`src/verilog/io_bridge_defines.svh`:
```
`ifndef IO_BRIDGE_DEFINES_SVH
`define IO_BRIDGE_DEFINES_SVH

// **************************************************
// Bridge geometry
// **************************************************

`define IO_NUM_PORTS	16		// One port per high address nibble
`define IO_DATA_W		8
`define IO_ADDR_W		8
`define IO_SEL_W		4		// High nibble of the port address

// **************************************************
// Acknowledge timeout
// **************************************************

// Cycles a strobe may wait for ack_i in an 8-bit count
`define IO_ACK_TIMEOUT	8'd8

`endif

```
`src/verilog/io_bridge_pkg.sv`:
```
`default_nettype none

package io_bridge_pkg;

	// Strobe sequencing with one strobe per CPU cycle
	typedef enum logic [1:0]
	{
		ST_IDLE   = 2'd0,
		ST_STROBE = 2'd1,
		ST_HOLD   = 2'd2		// Strobe done and waiting for CPU cycle end
	} bridge_state_t;

	// Kind of CPU I/O cycle on the bus
	typedef enum logic [1:0]
	{
		OP_NONE  = 2'd0,
		OP_READ  = 2'd1,
		OP_WRITE = 2'd2
	} bus_op_t;

endpackage

`default_nettype wire

```
`src/verilog/io_port_decode.sv`:
```
`timescale 1ns/100ps
`default_nettype none

`include "io_bridge_defines.svh"

module io_port_decode
(
	input  logic [`IO_ADDR_W-1:0]               a_i,
	input  logic [`IO_DATA_W-1:0]               d_i,
	input  logic                                nrd_i,
	input  logic                                nwr_i,
	input  logic                                niorq_i,
	input  logic [`IO_NUM_PORTS*`IO_DATA_W-1:0] io_i,
	output logic [`IO_NUM_PORTS-1:0]            port_nrd_o,
	output logic [`IO_NUM_PORTS-1:0]            port_nwr_o,
	output logic [`IO_ADDR_W-`IO_SEL_W-1:0]     port_a_o,
	output logic [`IO_DATA_W-1:0]               io_o,
	output logic [`IO_DATA_W-1:0]               d_o,
	output logic [`IO_SEL_W-1:0]                sel_o,
	output io_bridge_pkg::bus_op_t              op_o
);
	import io_bridge_pkg::*;

	logic io_nrd;
	logic io_nwr;
	logic [`IO_NUM_PORTS-1:0] sel_n;		// Active-low one-hot port select

	assign io_nrd = niorq_i | nrd_i;
	assign io_nwr = niorq_i | nwr_i;

	assign sel_o    = a_i[`IO_ADDR_W-1 -: `IO_SEL_W];
	assign port_a_o = a_i[`IO_ADDR_W-`IO_SEL_W-1:0];
	assign io_o     = d_i;

	assign sel_n = ~({{(`IO_NUM_PORTS-1){1'b0}}, 1'b1} << sel_o);

	assign port_nrd_o = io_nrd ? {`IO_NUM_PORTS{1'b1}} : sel_n;
	assign port_nwr_o = io_nwr ? {`IO_NUM_PORTS{1'b1}} : sel_n;

	// Write wins if the CPU ever drives both strobes
	always_comb
	begin
		if (!io_nwr)
			op_o = OP_WRITE;
		else if (!io_nrd)
			op_o = OP_READ;
		else
			op_o = OP_NONE;
	end

	// **************************************************
	// Read data return
	// **************************************************

	// Port 0 sits in the top byte of io_i and port 15 in the bottom byte
	always_comb
	begin
		d_o = {`IO_DATA_W{1'b1}};
		if (op_o == OP_READ)
		begin
			for (int i = 0; i < `IO_NUM_PORTS; i++)
			begin
				if (sel_o == i[`IO_SEL_W-1:0])
					d_o = io_i[(`IO_NUM_PORTS-1-i)*`IO_DATA_W +: `IO_DATA_W];
			end
		end
	end

endmodule

`default_nettype wire

```
`src/verilog/io_cycle_fsm.sv`:
```
`timescale 1ns/100ps
`default_nettype none

module io_cycle_fsm
(
	input  logic                   clk_i,
	input  logic                   rst_i,
	input  logic                   ack_i,
	input  logic                   expired_i,
	input  io_bridge_pkg::bus_op_t op_i,
	output logic                   load_o,
	output logic                   clear_o,
	output logic                   run_o,
	output logic                   timeout_o
);
	import io_bridge_pkg::*;

	bridge_state_t state;
	bridge_state_t state_nxt;
	logic cycle_on;
	logic end_strobe;
	logic expiry_only;

	assign cycle_on    = (op_i != OP_NONE);
	assign end_strobe  = ack_i | ~cycle_on | expired_i;
	assign expiry_only = expired_i & ~ack_i & cycle_on;	// Neither ack nor cycle end

	// **************************************************
	// Next state and strobe control
	// **************************************************

	always_comb
	begin
		state_nxt = state;
		load_o    = 1'b0;
		clear_o   = 1'b0;
		run_o     = 1'b0;
		case (state)
			ST_IDLE:
			begin
				if (cycle_on)
				begin
					load_o    = 1'b1;		// Strobe rises at this edge
					state_nxt = ST_STROBE;
				end
			end
			ST_STROBE:
			begin
				run_o = 1'b1;
				if (end_strobe)
				begin
					clear_o   = 1'b1;
					state_nxt = ST_HOLD;
				end
			end
			ST_HOLD:
			begin
				if (!cycle_on)
					state_nxt = ST_IDLE;
			end
			default:
				state_nxt = ST_IDLE;
		endcase
	end

	always_ff @(posedge clk_i)
	begin
		if (rst_i)
		begin
			state     <= ST_IDLE;
			timeout_o <= 1'b0;
		end
		else
		begin
			state     <= state_nxt;
			timeout_o <= (state == ST_STROBE) & expiry_only;
		end
	end

endmodule

`default_nettype wire

```
`src/verilog/ack_timeout.sv`:
```
`timescale 1ns/100ps
`default_nettype none

`include "io_bridge_defines.svh"

module ack_timeout
(
	input  logic clk_i,
	input  logic rst_i,
	input  logic run_i,
	output logic expired_o
);

	logic [7:0] count;		// Cycles the current strobe has waited

	// Stops at the limit so expired_o stays up until run_i drops
	always_ff @(posedge clk_i)
	begin
		if (rst_i)
			count <= 8'd0;
		else if (!run_i)
			count <= 8'd0;
		else if (count < `IO_ACK_TIMEOUT)
			count <= count + 8'd1;
	end

	assign expired_o = (count >= `IO_ACK_TIMEOUT);

endmodule

`default_nettype wire

```
`src/verilog/bus_latch.sv`:
```
`timescale 1ns/100ps
`default_nettype none

`include "io_bridge_defines.svh"

module bus_latch
(
	input  logic                     clk_i,
	input  logic                     rst_i,
	input  logic                     load_i,
	input  logic                     clear_i,
	input  logic [`IO_ADDR_W-1:0]    a_i,
	input  logic [`IO_DATA_W-1:0]    d_i,
	input  logic [`IO_SEL_W-1:0]     sel_i,
	input  io_bridge_pkg::bus_op_t   op_i,
	output logic [`IO_NUM_PORTS-1:0] stb_o,
	output logic [`IO_NUM_PORTS-1:0] we_o,
	output logic [`IO_ADDR_W-1:0]    adr_o,
	output logic [`IO_DATA_W-1:0]    dat_o
);
	import io_bridge_pkg::*;

	logic [`IO_NUM_PORTS-1:0] port_hot;

	assign port_hot = {{(`IO_NUM_PORTS-1){1'b0}}, 1'b1} << sel_i;

	// **************************************************
	// Transaction registers
	// **************************************************

	always_ff @(posedge clk_i)
	begin
		if (rst_i)
		begin
			stb_o <= '0;
			we_o  <= '0;
			adr_o <= {`IO_ADDR_W{1'b1}};		// Bus reads as floating after reset
			dat_o <= {`IO_DATA_W{1'b1}};
		end
		else if (load_i)
		begin
			adr_o <= a_i;
			dat_o <= d_i;
			stb_o <= port_hot;
			we_o  <= (op_i == OP_WRITE) ? port_hot : '0;
		end
		else if (clear_i)
		begin
			stb_o <= '0;		// Address and data stay for inspection
			we_o  <= '0;
		end
	end

endmodule

`default_nettype wire

```
`src/verilog/io_bridge_top.sv`:
```
`timescale 1ns/100ps
`default_nettype none

`include "io_bridge_defines.svh"

module io_bridge_top
(
	input  logic                                clk_i,
	input  logic                                rst_i,
	input  logic [`IO_ADDR_W-1:0]               a_i,
	input  logic [`IO_DATA_W-1:0]               d_i,
	input  logic                                nrd_i,
	input  logic                                nwr_i,
	input  logic                                niorq_i,
	output logic [`IO_DATA_W-1:0]               d_o,
	output logic [`IO_ADDR_W-`IO_SEL_W-1:0]     port_a_o,
	output logic [`IO_NUM_PORTS-1:0]            port_nrd_o,
	output logic [`IO_NUM_PORTS-1:0]            port_nwr_o,
	output logic [`IO_DATA_W-1:0]               io_o,
	input  logic [`IO_NUM_PORTS*`IO_DATA_W-1:0] io_i,
	input  logic                                ack_i,
	output logic [`IO_NUM_PORTS-1:0]            stb_o,
	output logic [`IO_NUM_PORTS-1:0]            we_o,
	output logic [`IO_ADDR_W-1:0]               adr_o,
	output logic [`IO_DATA_W-1:0]               dat_o,
	output logic                                timeout_o
);
	import io_bridge_pkg::*;

	bus_op_t op;
	logic [`IO_SEL_W-1:0] sel;
	logic load;
	logic clear;
	logic run;
	logic expired;

	io_port_decode u_decode
	(
		.a_i        (a_i),
		.d_i        (d_i),
		.nrd_i      (nrd_i),
		.nwr_i      (nwr_i),
		.niorq_i    (niorq_i),
		.io_i       (io_i),
		.port_nrd_o (port_nrd_o),
		.port_nwr_o (port_nwr_o),
		.port_a_o   (port_a_o),
		.io_o       (io_o),
		.d_o        (d_o),
		.sel_o      (sel),
		.op_o       (op)
	);

	io_cycle_fsm u_fsm
	(
		.clk_i     (clk_i),
		.rst_i     (rst_i),
		.ack_i     (ack_i),
		.expired_i (expired),
		.op_i      (op),
		.load_o    (load),
		.clear_o   (clear),
		.run_o     (run),
		.timeout_o (timeout_o)
	);

	ack_timeout u_timeout
	(
		.clk_i     (clk_i),
		.rst_i     (rst_i),
		.run_i     (run),
		.expired_o (expired)
	);

	bus_latch u_latch
	(
		.clk_i   (clk_i),
		.rst_i   (rst_i),
		.load_i  (load),
		.clear_i (clear),
		.a_i     (a_i),
		.d_i     (d_i),
		.sel_i   (sel),
		.op_i    (op),
		.stb_o   (stb_o),
		.we_o    (we_o),
		.adr_o   (adr_o),
		.dat_o   (dat_o)
	);

endmodule

`default_nettype wire

```
`config.mk`:
```
export PLATFORM = sky130hd
export DESIGN_NAME = io_bridge_top
export DESIGN_NICKNAME = d
export VERILOG_FILES = /design/src/verilog/io_bridge_pkg.sv /design/src/verilog/io_port_decode.sv /design/src/verilog/io_cycle_fsm.sv /design/src/verilog/ack_timeout.sv /design/src/verilog/bus_latch.sv /design/src/verilog/io_bridge_top.sv
export VERILOG_INCLUDE_DIRS = /design/src /design/src/verilog
export SDC_FILE = /design/constraint.sdc
export NUM_CORES = 1
export LEC_CHECK = 0
export BUFFER_PORTS_ARGS = -buffer_cell sky130_fd_sc_hd__buf_2
export CORE_UTILIZATION = 25
export DETAILED_ROUTE_END_ITERATION = 7
export PLACE_DENSITY_LB_ADDON = 0.05
export SLEW_MARGIN = 0
export SYNTH_ARGS = -nofsm -noshare
export SYNTH_HDL_FRONTEND = slang
export SYNTH_HIERARCHICAL = 1
export SYNTH_SLANG_ARGS = --single-unit
```
`constraint.sdc`:
```
create_clock -name clk_i -period 2 [get_ports clk_i]
set_clock_uncertainty 0.05 [all_clocks]
set_input_delay 0.2 -clock clk_i [delete_from_list [all_inputs] [get_ports clk_i]]
set_output_delay 0.2 -clock clk_i [all_outputs]
set_load 0.1 [all_outputs]
```
After elaboration in Yosys (flattened, before gate mapping). Cells that the tools add are included.

Mux-type cells: 34. Eq/ne operators: 22. Bitwise logic cells: 11. Add/subtract/negate cells: 1. Shift operators: 1. Reductions and logical operators: 6. $lt $le $gt $ge: 2.

Operator list (number): 8-bit 2-to-1 mux (17); 16-bit 2-to-1 mux (6); 4-bit == test (second input constant) (8); 4-bit by 3-bit == test with 1-bit output (second input constant) (4); 16-bit inverter (1); 1-bit by 4-bit left shift with 16-bit output (first input constant) (1); 8-bit by 1-bit adder with 8-bit output (second input constant) (1); 4-bit by 2-bit == test with 1-bit output (second input constant) (2); 8-bit by 4-bit >= comparator with 1-bit output (second input constant) (1); 8-bit by 4-bit < comparator with 1-bit output (second input constant) (1); 2-bit 2-to-1 mux (4); 1-bit 2-to-1 mux (6); 2-bit one-hot mux with 3 select lines (1); 2-bit by 1-bit == test with 1-bit output (second input constant) (2); 2-bit == test (second input constant) (2); 4-bit by 1-bit == test with 1-bit output (second input constant) (1); 4-bit zero test (1); 2-bit by 1-bit inequality test with 1-bit output (second input constant) (2); 1-bit OR (4); 2-bit nonzero test (2); 1-bit AND (3); 1-bit inverter (3); 3-bit AND reduction (1); 2-bit zero test (1); other kinds (2) (2).

Input port bits: 150. Output and inout bits: 101. Word-level logic and storage cells: 84. Flip-flop bits (word level): 59.

Depth between registers and ports, before layout. Gate-level depths: netlist (run 1).

Depth after elaboration: 18. Mapped depth: 10.

By module. Netlist (run 1), hierarchy kept.

Modules (own cells, without submodules): io_port_decode (cells each 287, instances 1, area each 1978.1 sq um, sequential area each 0.0 sq um); bus_latch (cells each 144, instances 1, area each 1736.7 sq um, sequential area each 960.9 sq um); ack_timeout (cells each 33, instances 1, area each 319.1 sq um, sequential area each 160.2 sq um); io_cycle_fsm (cells each 15, instances 1, area each 131.4 sq um, sequential area each 60.1 sq um).

Least setup slack after synthesis (run 1). Ideal clock, no wire load.

Path type: input to output. Start point: in a_i[6]. End point: out d_o[6]. Slack: -2.307 ns. Stages on the path: 6. Required time: 1.750 ns. Buffers on the path: 2. Arrival: 4.057 ns. Path through: buf_4 -> clkbuf_2 -> and2_1 -> o21ai_0 -> a2bb2oi_1 -> o41ai_1.

Longest elaborated chain between the ends: 18. Elaborated cells between the ends (all ways): 33. Classes of those cells: eq/ne: 15; mux: 17; reduce/logical: 1.

Ends and longest elaborated chain: from (decl) (RTL line io_bridge_top.sv:10) `` input logic [`IO_ADDR_W-1:0] a_i, ``; 4-bit zero test (RTL line io_port_decode.sv:63) `` if (sel_o == i[`IO_SEL_W-1:0]) ``; 8-bit 2-to-1 mux (15 in a row) (RTL line io_port_decode.sv:63); 8-bit 2-to-1 mux * (RTL line io_port_decode.sv:63); 8-bit 2-to-1 mux * (RTL line io_port_decode.sv:59) `if (op_o == OP_READ)`; to (decl) (RTL line io_bridge_top.sv:15) `` output logic [`IO_DATA_W-1:0] d_o, ``.

Every way passes the cells marked *; elsewhere a longest branch is shown, timed or not.

Final worst setup path (run 1).
Start point: reg u_timeout.count[5]. End point: reg u_latch.we_o[0].

Longest elaborated chain between the ends: 5.

Ends and longest elaborated chain: from (decl) (RTL line ack_timeout.sv:14) `logic [7:0] count;`; from (signal assigned) (RTL line ack_timeout.sv:24) `count <= count + 8'd1;`; 8-bit by 4-bit >= comparator with 1-bit output (no line); net expired (RTL line io_bridge_top.sv:35) `logic expired;`; 1-bit OR (RTL line io_cycle_fsm.sv:25) `assign end_strobe = ack_i | ~cycle_on | expired_i;`; 1-bit 2-to-1 mux (RTL line io_cycle_fsm.sv:50) `if (end_strobe)`; 1-bit 2-to-1 mux (RTL line io_cycle_fsm.sv:38) `case (state)`; net clear (RTL line io_bridge_top.sv:33) `logic clear;`; 2-bit nonzero test (no line); to (signal assigned) (RTL line bus_latch.sv:45) `we_o <= (op_i == OP_WRITE) ? port_hot : '0;`; to (decl) (RTL line bus_latch.sv:17) `` output logic [`IO_NUM_PORTS-1:0] we_o, ``.

The timed path passes the listed nets, and every way through them passes these cells. A chain may end at the register's enable or synchronous reset.

==> results of run 1 <==
[cells by family after synthesis]
group,after synthesis,synth area share (%)
flip-flops,59,28.4
AND/OR/NAND/NOR,164,24.5
AO/OA/AOI/OAI,160,29.5
adder cells (fa/ha/maj),2,0.601
multiplexers,21,6.82
buffers and inverters,73,10.2
[how the worst max path moves through the flow]
stage / endpoint / start / slack (ns)
2_1_floorplan: d_o[6] / a_i[5] / -0.25
3_3_place_gp: d_o[1] / a_i[4] / -0.09
3_5_place_dp: d_o[1] / a_i[4] / -0.09
4_1_cts: u_latch/stb_o[5] / u_timeout/count[5] / -0.007
5_1_grt: u_latch/stb_o[2] / u_timeout/count[5] / -0.09
6_report: u_latch/we_o[0] / u_timeout/count[5] / -0.007
[metal layers]
metal,vias to the layer above,GRT usage (%),wire length [um]
met5,-,0,0
met4,0,6.69,322
met3,20,3.94,1270
met2,187,31.6,7960
met1,2228,22.5,6910
li1,2304,-,-
[cells in the mapped netlist, drive strengths merged (5+ instances only)]
master / n / share of area [%]
a211o: 16 / 3.4
a211oi: 6 / 1.1
a21boi: 5 / 0.90
a21oi: 23 / 2.8
a22o: 17 / 3.6
a2bb2oi: 7 / 1.5
a32o: 16 / 3.8
and2: 10 / 1.5
buf: 55 / 8.6
clkbuf: 10 / 0.93
dfxtp: 59 / 28
inv: 8 / 0.72
mux2: 9 / 2.4
mux2i: 7 / 1.7
mux4: 5 / 2.7
nand2: 30 / 2.7
nand2b: 17 / 2.6
nand3: 8 / 0.96
nor2: 10 / 0.90
nor2b: 27 / 4.1
nor3: 20 / 2.5
nor3b: 8 / 1.4
nor4bb: 8 / 2.3
o211ai: 5 / 0.90
o21ai: 22 / 2.6
o22ai: 8 / 1.2
o31a: 5 / 1.1
o31ai: 5 / 0.90
or3b: 6 / 1.3
[area by class of cell]
cell class / count / share of cell area [%]
Inverter: 8 / 0.437
Multi-Input combinational cell: 347 / 41.9
Timing Repair Buffer: 311 / 31.7
Clock buffer: 11 / 3.68
Tap cell: 216 / 3.93
Clock inverter: 4 / 1.07
Antenna cell: 2 / 0.0728
Sequential cell: 59 / 17.2
[power groups by stage]
stage          Clock (mW)  Combinational, mW  Sequential (mW)
5_1_grt              1.77               1.49             1.24
3_5_place_dp            0               1.37             1.26
2_1_floorplan           0              0.711             1.51
4_1_cts              1.71               1.39             1.23
6_report             1.67               1.41             1.23
3_3_place_gp            0               1.37             1.26
[stage by stage]
step,setup slack [ns],utilization [%],cells
floorplan,-0.248,-,479
global placement,-0.0872,39.7,937
detailed placement,-0.0950,39.7,937
CTS,-0.00655,42.0,952
global route,-0.0928,42.8,956
finish,-0.00737,42.8,958
[registers in the layout, summed over array words and instances, names as in the netlist]
name             cells
u_fsm/state          2
u_fsm/timeout_o      1
u_latch/adr_o        8
u_latch/dat_o        8
u_latch/stb_o       16
u_latch/we_o        16
u_timeout/count      8
[what timing repair did]
action | CTS | global route
pin swaps | 0 | 7
setup buffers | 0 | 2
setup endpoints to repair | 40 | 45
cloned | 0 | 2
gates resized for setup | 10 | 20
[worst reg2reg max path: stages, from the launching register on]
cell and delay (ns):
sky130_fd_sc_hd__dfxtp_1 0.30, sky130_fd_sc_hd__or4_4 0.53, sky130_fd_sc_hd__or2_4 0.27, sky130_fd_sc_hd__nor3_4 0.20, sky130_fd_sc_hd__nor2_2 0.07, sky130_fd_sc_hd__nor3_4 0.15, sky130_fd_sc_hd__buf_12 0.21, sky130_fd_sc_hd__a32o_1 0.17
[cells in the final DEF, fill, tap and decap left out, types with 7 or more instances in the layout]
master	n
sky130_fd_sc_hd__nand2_2	8
sky130_fd_sc_hd__nor3_1	17
sky130_fd_sc_hd__nor2_1	7
sky130_fd_sc_hd__mux2_2	9
sky130_fd_sc_hd__a211o_1	16
sky130_fd_sc_hd__nand2b_1	15
sky130_fd_sc_hd__inv_1	8
sky130_fd_sc_hd__dfxtp_1	59
sky130_fd_sc_hd__a21oi_1	19
sky130_fd_sc_hd__mux2i_1	7
sky130_fd_sc_hd__clkbuf_16	11
sky130_fd_sc_hd__nand2_1	22
sky130_fd_sc_hd__buf_12	28
sky130_fd_sc_hd__and2_1	7
sky130_fd_sc_hd__a22o_1	17
sky130_fd_sc_hd__a32o_1	16
sky130_fd_sc_hd__buf_2	224
sky130_fd_sc_hd__a2bb2oi_2	7
sky130_fd_sc_hd__nor4bb_1	7
sky130_fd_sc_hd__nor2b_1	26
sky130_fd_sc_hd__nor3b_1	7
sky130_fd_sc_hd__o21ai_0	14
sky130_fd_sc_hd__buf_4	51
==> impl_metrics.json, run 1 <==
{
  "run_status": "finished with violations",
  "failed_checks": "negative setup slack",
  "synth-async-reset-ratio_pct": 0,
  "post_cts_hold_buffer_count": 0,
  "cts-buffers-inserted": 9,
  "r2r-end": "u_latch/we_o[0]",
  "grtUsageTotal_pct": 18.4,
  "place.port_buffers": 250,
  "worst_slew_pin_slew_ns": 0.651,
  "yosys_register_bits": 59,
  "setup.worst_path.start_class": "flip-flop",
  "syn_nets": 631,
  "setup.reg_to_reg.worst_slack_ns": -0.007,
  "vdd_ir_drop_max_uv": 701,
  "initial_core_util_pct": 25.9,
  "max-cap-violations": 0,
  "die-area_um2": 17200,
  "critical_path_arrival_ns": 2.22,
  "min_path_cells": 2,
  "route.vias.total": 4739,
  "critPathKind": "flip-flop to flip-flop",
  "grt_remaining_overflow": 0,
  "synth_warnings": 6,
  "timing.final.ws_setup_ns": -0.00737,
  "grt_pass1_wl_um": 24100,
  "synth.cell_area_um2": 4170,
  "grt_pass1_vias": 4495,
  "switching_share_pct": 33.5,
  "power.density_nw_per_um2": 627,
  "filler_cell_count": 1612,
  "detail-route-antenna-nets": 0,
  "power.total_mw": 4.31,
  "timing_max_transition_violations_final": 0,
  "io_pins": 251,
  "seq_area_frac_synth_pct": 28.4,
  "nets": 888,
  "final_design_area_no_fill_um2": 6880,
  "cts_htree_levels": 3,
  "worst_setup_path_end_kind": "flip-flop",
  "synth_cell_types": 62,
  "critPathMaxStageDelay_ns": 0.53,
  "die_height_um": 131,
  "wire_per_inst_um": 17.2,
  "leakagePower_nw": 2.97,
  "seq_power_share_pct": 28.7,
  "die_width_um": 131,
  "hold_start": "d_i[4]",
  "multi_input_comb_area_um2": 2880,
  "worst_setup_hold_path_clk_slew_ns": 0.05,
  "path_depth": 7,
  "route.detailed.vias_per_inst": 4.95,
  "hold_path_class": "primary input to flip-flop",
  "worstPathCellList": "or4_4 > or2_4 > nor3_4 > nor2_2 > nor3_4 > buf_12 > a32o_1",
  "power.switching_mw": 1.44,
  "drcViolationCount": 0,
  "seqCellArea_um2": 1180,
  "hold_viol": 0,
  "syn-instance-count": 479,
  "timing.slew.headroom_pct": 56.6,
  "cell_internal_pwr_mw": 2.87,
  "worst_hold_margin_ns": 0.0434,
  "r2r.worst_path.cells": 7,
  "final.min_clock_period_ns": 2.01,
  "fin_tns_setup_ns": -0.0151,
  "detailed_place.area_um2": 6370,
  "worst-endpoint-required_ns": 2.21,
  "wl_um": 16500,
  "grt_start_max_net_pins": 39,
  "place_congestion": 0.851,
  "synth-edff-count": 0,
  "detail_route.iter0.violations": 148,
  "critical-path-top-delay-family": "simple AND/OR/NAND/NOR gates",
  "critical-path-slowest-cell": "sky130_fd_sc_hd__or4_4",
  "grt_antenna_before_repair": 1,
  "pwr-share-comb_pct": 32.7,
  "path_max_fanout": 32,
  "ratio_of_final_minimum_period_to_clock_period_pct": 100,
  "cts_buffer_depth": 2,
  "areaGrowthSynthToFinish_pct": 65.1,
  "rsz0062_at_grt": "yes",
  "post_synth.cell_area_avg_um2": 8.70,
  "clock_power_share_pct": 38.7,
  "path_common_cell": "sky130_fd_sc_hd__nor3_4",
  "coreArea_um2": 16100,
  "drt-pass1-iter-count": 4,
  "cp_bufs_invs": 1,
  "finalSetupViolCount": 3,
  "number_of_clock_sinks_seen_by_cts": 59,
  "timing.fmax_mhz": 498,
  "core.rowCount": 46,
  "insertion_delay_ns": 0.33,
  "hold-path-endpoint": "u_latch/dat_o[4]",
  "ys_dominant_reg_cell": "sky130_fd_sc_hd__dfxtp_1",
  "dpl.hpwl_um": 13200,
  "layout-drive-gt1-share_pct": 55.1,
  "rr_startpoint": "u_timeout/count[5]",
  "clockRootBuffer": "sky130_fd_sc_hd__clkbuf_16",
  "cts_tree": "yes"
}
No activity file was read; power rests on OpenSTA's default activity.
==> run 2: changes to the inputs <==
--- a/config.mk
+++ b/config.mk
@@ -7,7 +7,7 @@
 export NUM_CORES = 1
 export LEC_CHECK = 0
 export BUFFER_PORTS_ARGS = -buffer_cell sky130_fd_sc_hd__buf_2
-export CORE_UTILIZATION = 25
+export CORE_UTILIZATION = 40
 export DETAILED_ROUTE_END_ITERATION = 7
 export PLACE_DENSITY_LB_ADDON = 0.05
 export SLEW_MARGIN = 0
==> constraint.sdc (replaced) <==
create_clock -name clk_i -period 1.8 [get_ports clk_i]
set_clock_uncertainty 0.05 [all_clocks]
set_input_delay 0.18 -clock clk_i [delete_from_list [all_inputs] [get_ports clk_i]]
set_output_delay 0.18 -clock clk_i [all_outputs]
set_load 0.1 [all_outputs]
==> run 2 against run 1 <==
The run still ends with negative setup slack left. Total power shrank 0.24%. Register-to-register slack got worse by 0.17 ns. Core utilization increased by 28 points. Worst hold slack lost 0.026 ns. Critical path type unchanged.
==> impl_metrics.json, run 2 (synthesis results as in run 1) <==
{
  "fin_util_pct": 70.4,
  "wl_um": 15200,
  "failed_checks": "negative setup slack",
  "coreArea_um2": 9950,
  "worst_slew_pin_slew_ns": 0.569,
  "core.rowCount": 36,
  "filler_cell_count": 816,
  "worst_setup_hold_path_clk_slew_ns": 0.07,
  "areaGrowthSynthToFinish_pct": 68.2,
  "ratio_of_final_minimum_period_to_clock_period_pct": 110,
  "globalRouteMet1Util_pct": 34.1,
  "cts_htree_levels": 3,
  "grt_antenna_before_repair": 2,
  "place_congestion": 0.882,
  "drt-pass1-iter-count": 5,
  "insertion_delay_ns": 0.33,
  "rsz0062_at_grt": "yes",
  "drcViolationCount": 0,
  "worst-endpoint-required_ns": 2.02,
  "grtUsageTotal_pct": 27.1,
  "grt_start_max_net_pins": 34,
  "place.port_buffers": 250,
  "worstPathCellList": "or4_4 > or2_4 > nor3_4 > nor2_2 > nor3_4 > buf_12 > a22o_1",
  "finalSetupViolCount": 38,
  "route.vias.total": 4850,
  "grt.met2_usage_pct": 46.8,
  "path_common_cell": "sky130_fd_sc_hd__nor3_4",
  "number_of_clock_sinks_seen_by_cts": 59,
  "vdd_ir_drop_max_uv": 683,
  "critical-path-top-delay-family": "simple AND/OR/NAND/NOR gates",
  "timing.final.ws_setup_ns": -0.178,
  "detailed_place.area_um2": 6420,
  "grt_pass1_wl_um": 23700,
  "critical-path-slowest-cell": "sky130_fd_sc_hd__or4_4",
  "route.detailed.vias_per_inst": 5.49,
  "final_design_area_no_fill_um2": 7010,
  "post_cts_hold_buffer_count": 0,
  "die_width_um": 104,
  "io_pins": 251,
  "grt_pass1_vias": 4641,
  "grt_use_met3_pct": 4.70,
  "critPathMaxStageDelay_ns": 0.53,
  "path_max_fanout": 32,
  "timing.slew.headroom_pct": 62.0,
  "commonest_cells_after_routing_fill_and_taps_aside": "217 x sky130_fd_sc_hd__buf_2, 59 x sky130_fd_sc_hd__dfxtp_1, 54 x sky130_fd_sc_hd__buf_4",
  "largestRegisters": "u_latch/stb_o (16), u_latch/we_o (16)",
  "timing.fmax_mhz": 505,
  "hold_viol": 0,
  "die-area_um2": 10800,
  "critPathKind": "flip-flop to flip-flop",
  "run_status": "finished with violations",
  "clockRootBuffer": "sky130_fd_sc_hd__clkbuf_8",
  "worst_hold_margin_ns": 0.0175,
  "grt_remaining_overflow": 0,
  "nets": 896,
  "initial_core_util_pct": 41.8,
  "max-cap-violations": 0,
  "cts_tree": "yes",
  "grt.busiest_layer": "met2",
  "critical_path_arrival_ns": 2.20,
  "final.min_clock_period_ns": 1.98,
  "power.density_nw_per_um2": 614,
  "timing_max_transition_violations_final": 0,
  "leakagePower_nw": 3.07,
  "die_height_um": 104,
  "fin_tns_setup_ns": -5.26,
  "cp_bufs_invs": 1,
  "mostFrequentLayoutCell": "sky130_fd_sc_hd__buf_2",
  "hold_path_class": "primary input to flip-flop",
  "dpl.hpwl_um": 11700,
  "cts_buffer_depth": 2,
  "setup.worst_path.start_class": "flip-flop",
  "cts-buffers-inserted": 9,
  "layout-drive-gt1-share_pct": 58.5,
  "detail_route.iter0.violations": 281,
  "wire_per_inst_um": 17.2,
  "detail-route-antenna-nets": 0,
  "worst_setup_path_end_kind": "flip-flop"
}
==> run 2: cell count changes in the layout (fill, tap and decap cells not counted), moves of 6 or more <==
cell,before,now
sky130_fd_sc_hd__a21oi_1,19,13
sky130_fd_sc_hd__a21oi_2,4,10
sky130_fd_sc_hd__buf_12,28,34
sky130_fd_sc_hd__buf_2,224,217
sky130_fd_sc_hd__clkbuf_16,11,0
sky130_fd_sc_hd__clkbuf_8,2,10
==> run 2: cell type report <==
class                           count  area (um2)  share of cell area [%]
Inverter                            8        30.0                   0.429
Clock inverter                      4        73.8                    1.05
Multi-Input combinational cell    347        3030                    43.2
Clock buffer                       12         145                    2.07
Timing Repair Buffer              319        2370                    33.9
Sequential cell                    59        1180                    16.9
Antenna cell                        2        5.00                  0.0714
Tap cell                          133         166                    2.38
==> run 2: metrics by stage <==
step,std cells,total power [mW],setup WS (ns)
2_1_floorplan,479,2.48,-0.408
3_3_place_gp,861,2.89,-0.150
3_5_place_dp,861,2.91,-0.178
4_1_cts,882,4.31,-0.186
5_1_grt,884,4.48,-0.260
6_report,884,4.30,-0.178
==> run 2: final timing paths <==
path         slack, ns  cells after the start               start            endpoint
max              -0.18                      7  u_timeout/count[5]    u_latch/stb_o[6]
min               0.02                      2              d_i[7]    u_latch/dat_o[7]
max reg2reg      -0.18                      7  u_timeout/count[5]    u_latch/stb_o[6]
min reg2reg       0.41                      2  u_timeout/count[3]  u_timeout/count[3]
==> run 2: report_power, final <==
group	internal (mW)	leakage (nW)	total, mW	switching, mW
Clock	0.818	0.111	1.31	0.487
Combinational	0.602	2.48	1.62	1.02
Sequential	1.35	0.480	1.37	0.0210
==> run 2: metal layers <==
metal / vias up / share of wire [%]
met5: - / 0
met4: 0 / 2.4
met3: 25 / 6.4
met2: 217 / 50
met1: 2280 / 41
li1: 2328 / -
==> run 2: repair_timing <==
action | 4_1_cts | 5_1_grt
pin swaps | 18 | 14
endpoints found under the setup margin | 53 | 49
buffers inserted | 1 | 0
resized for setup | 53 | 19
gates cloned | 4 | 0
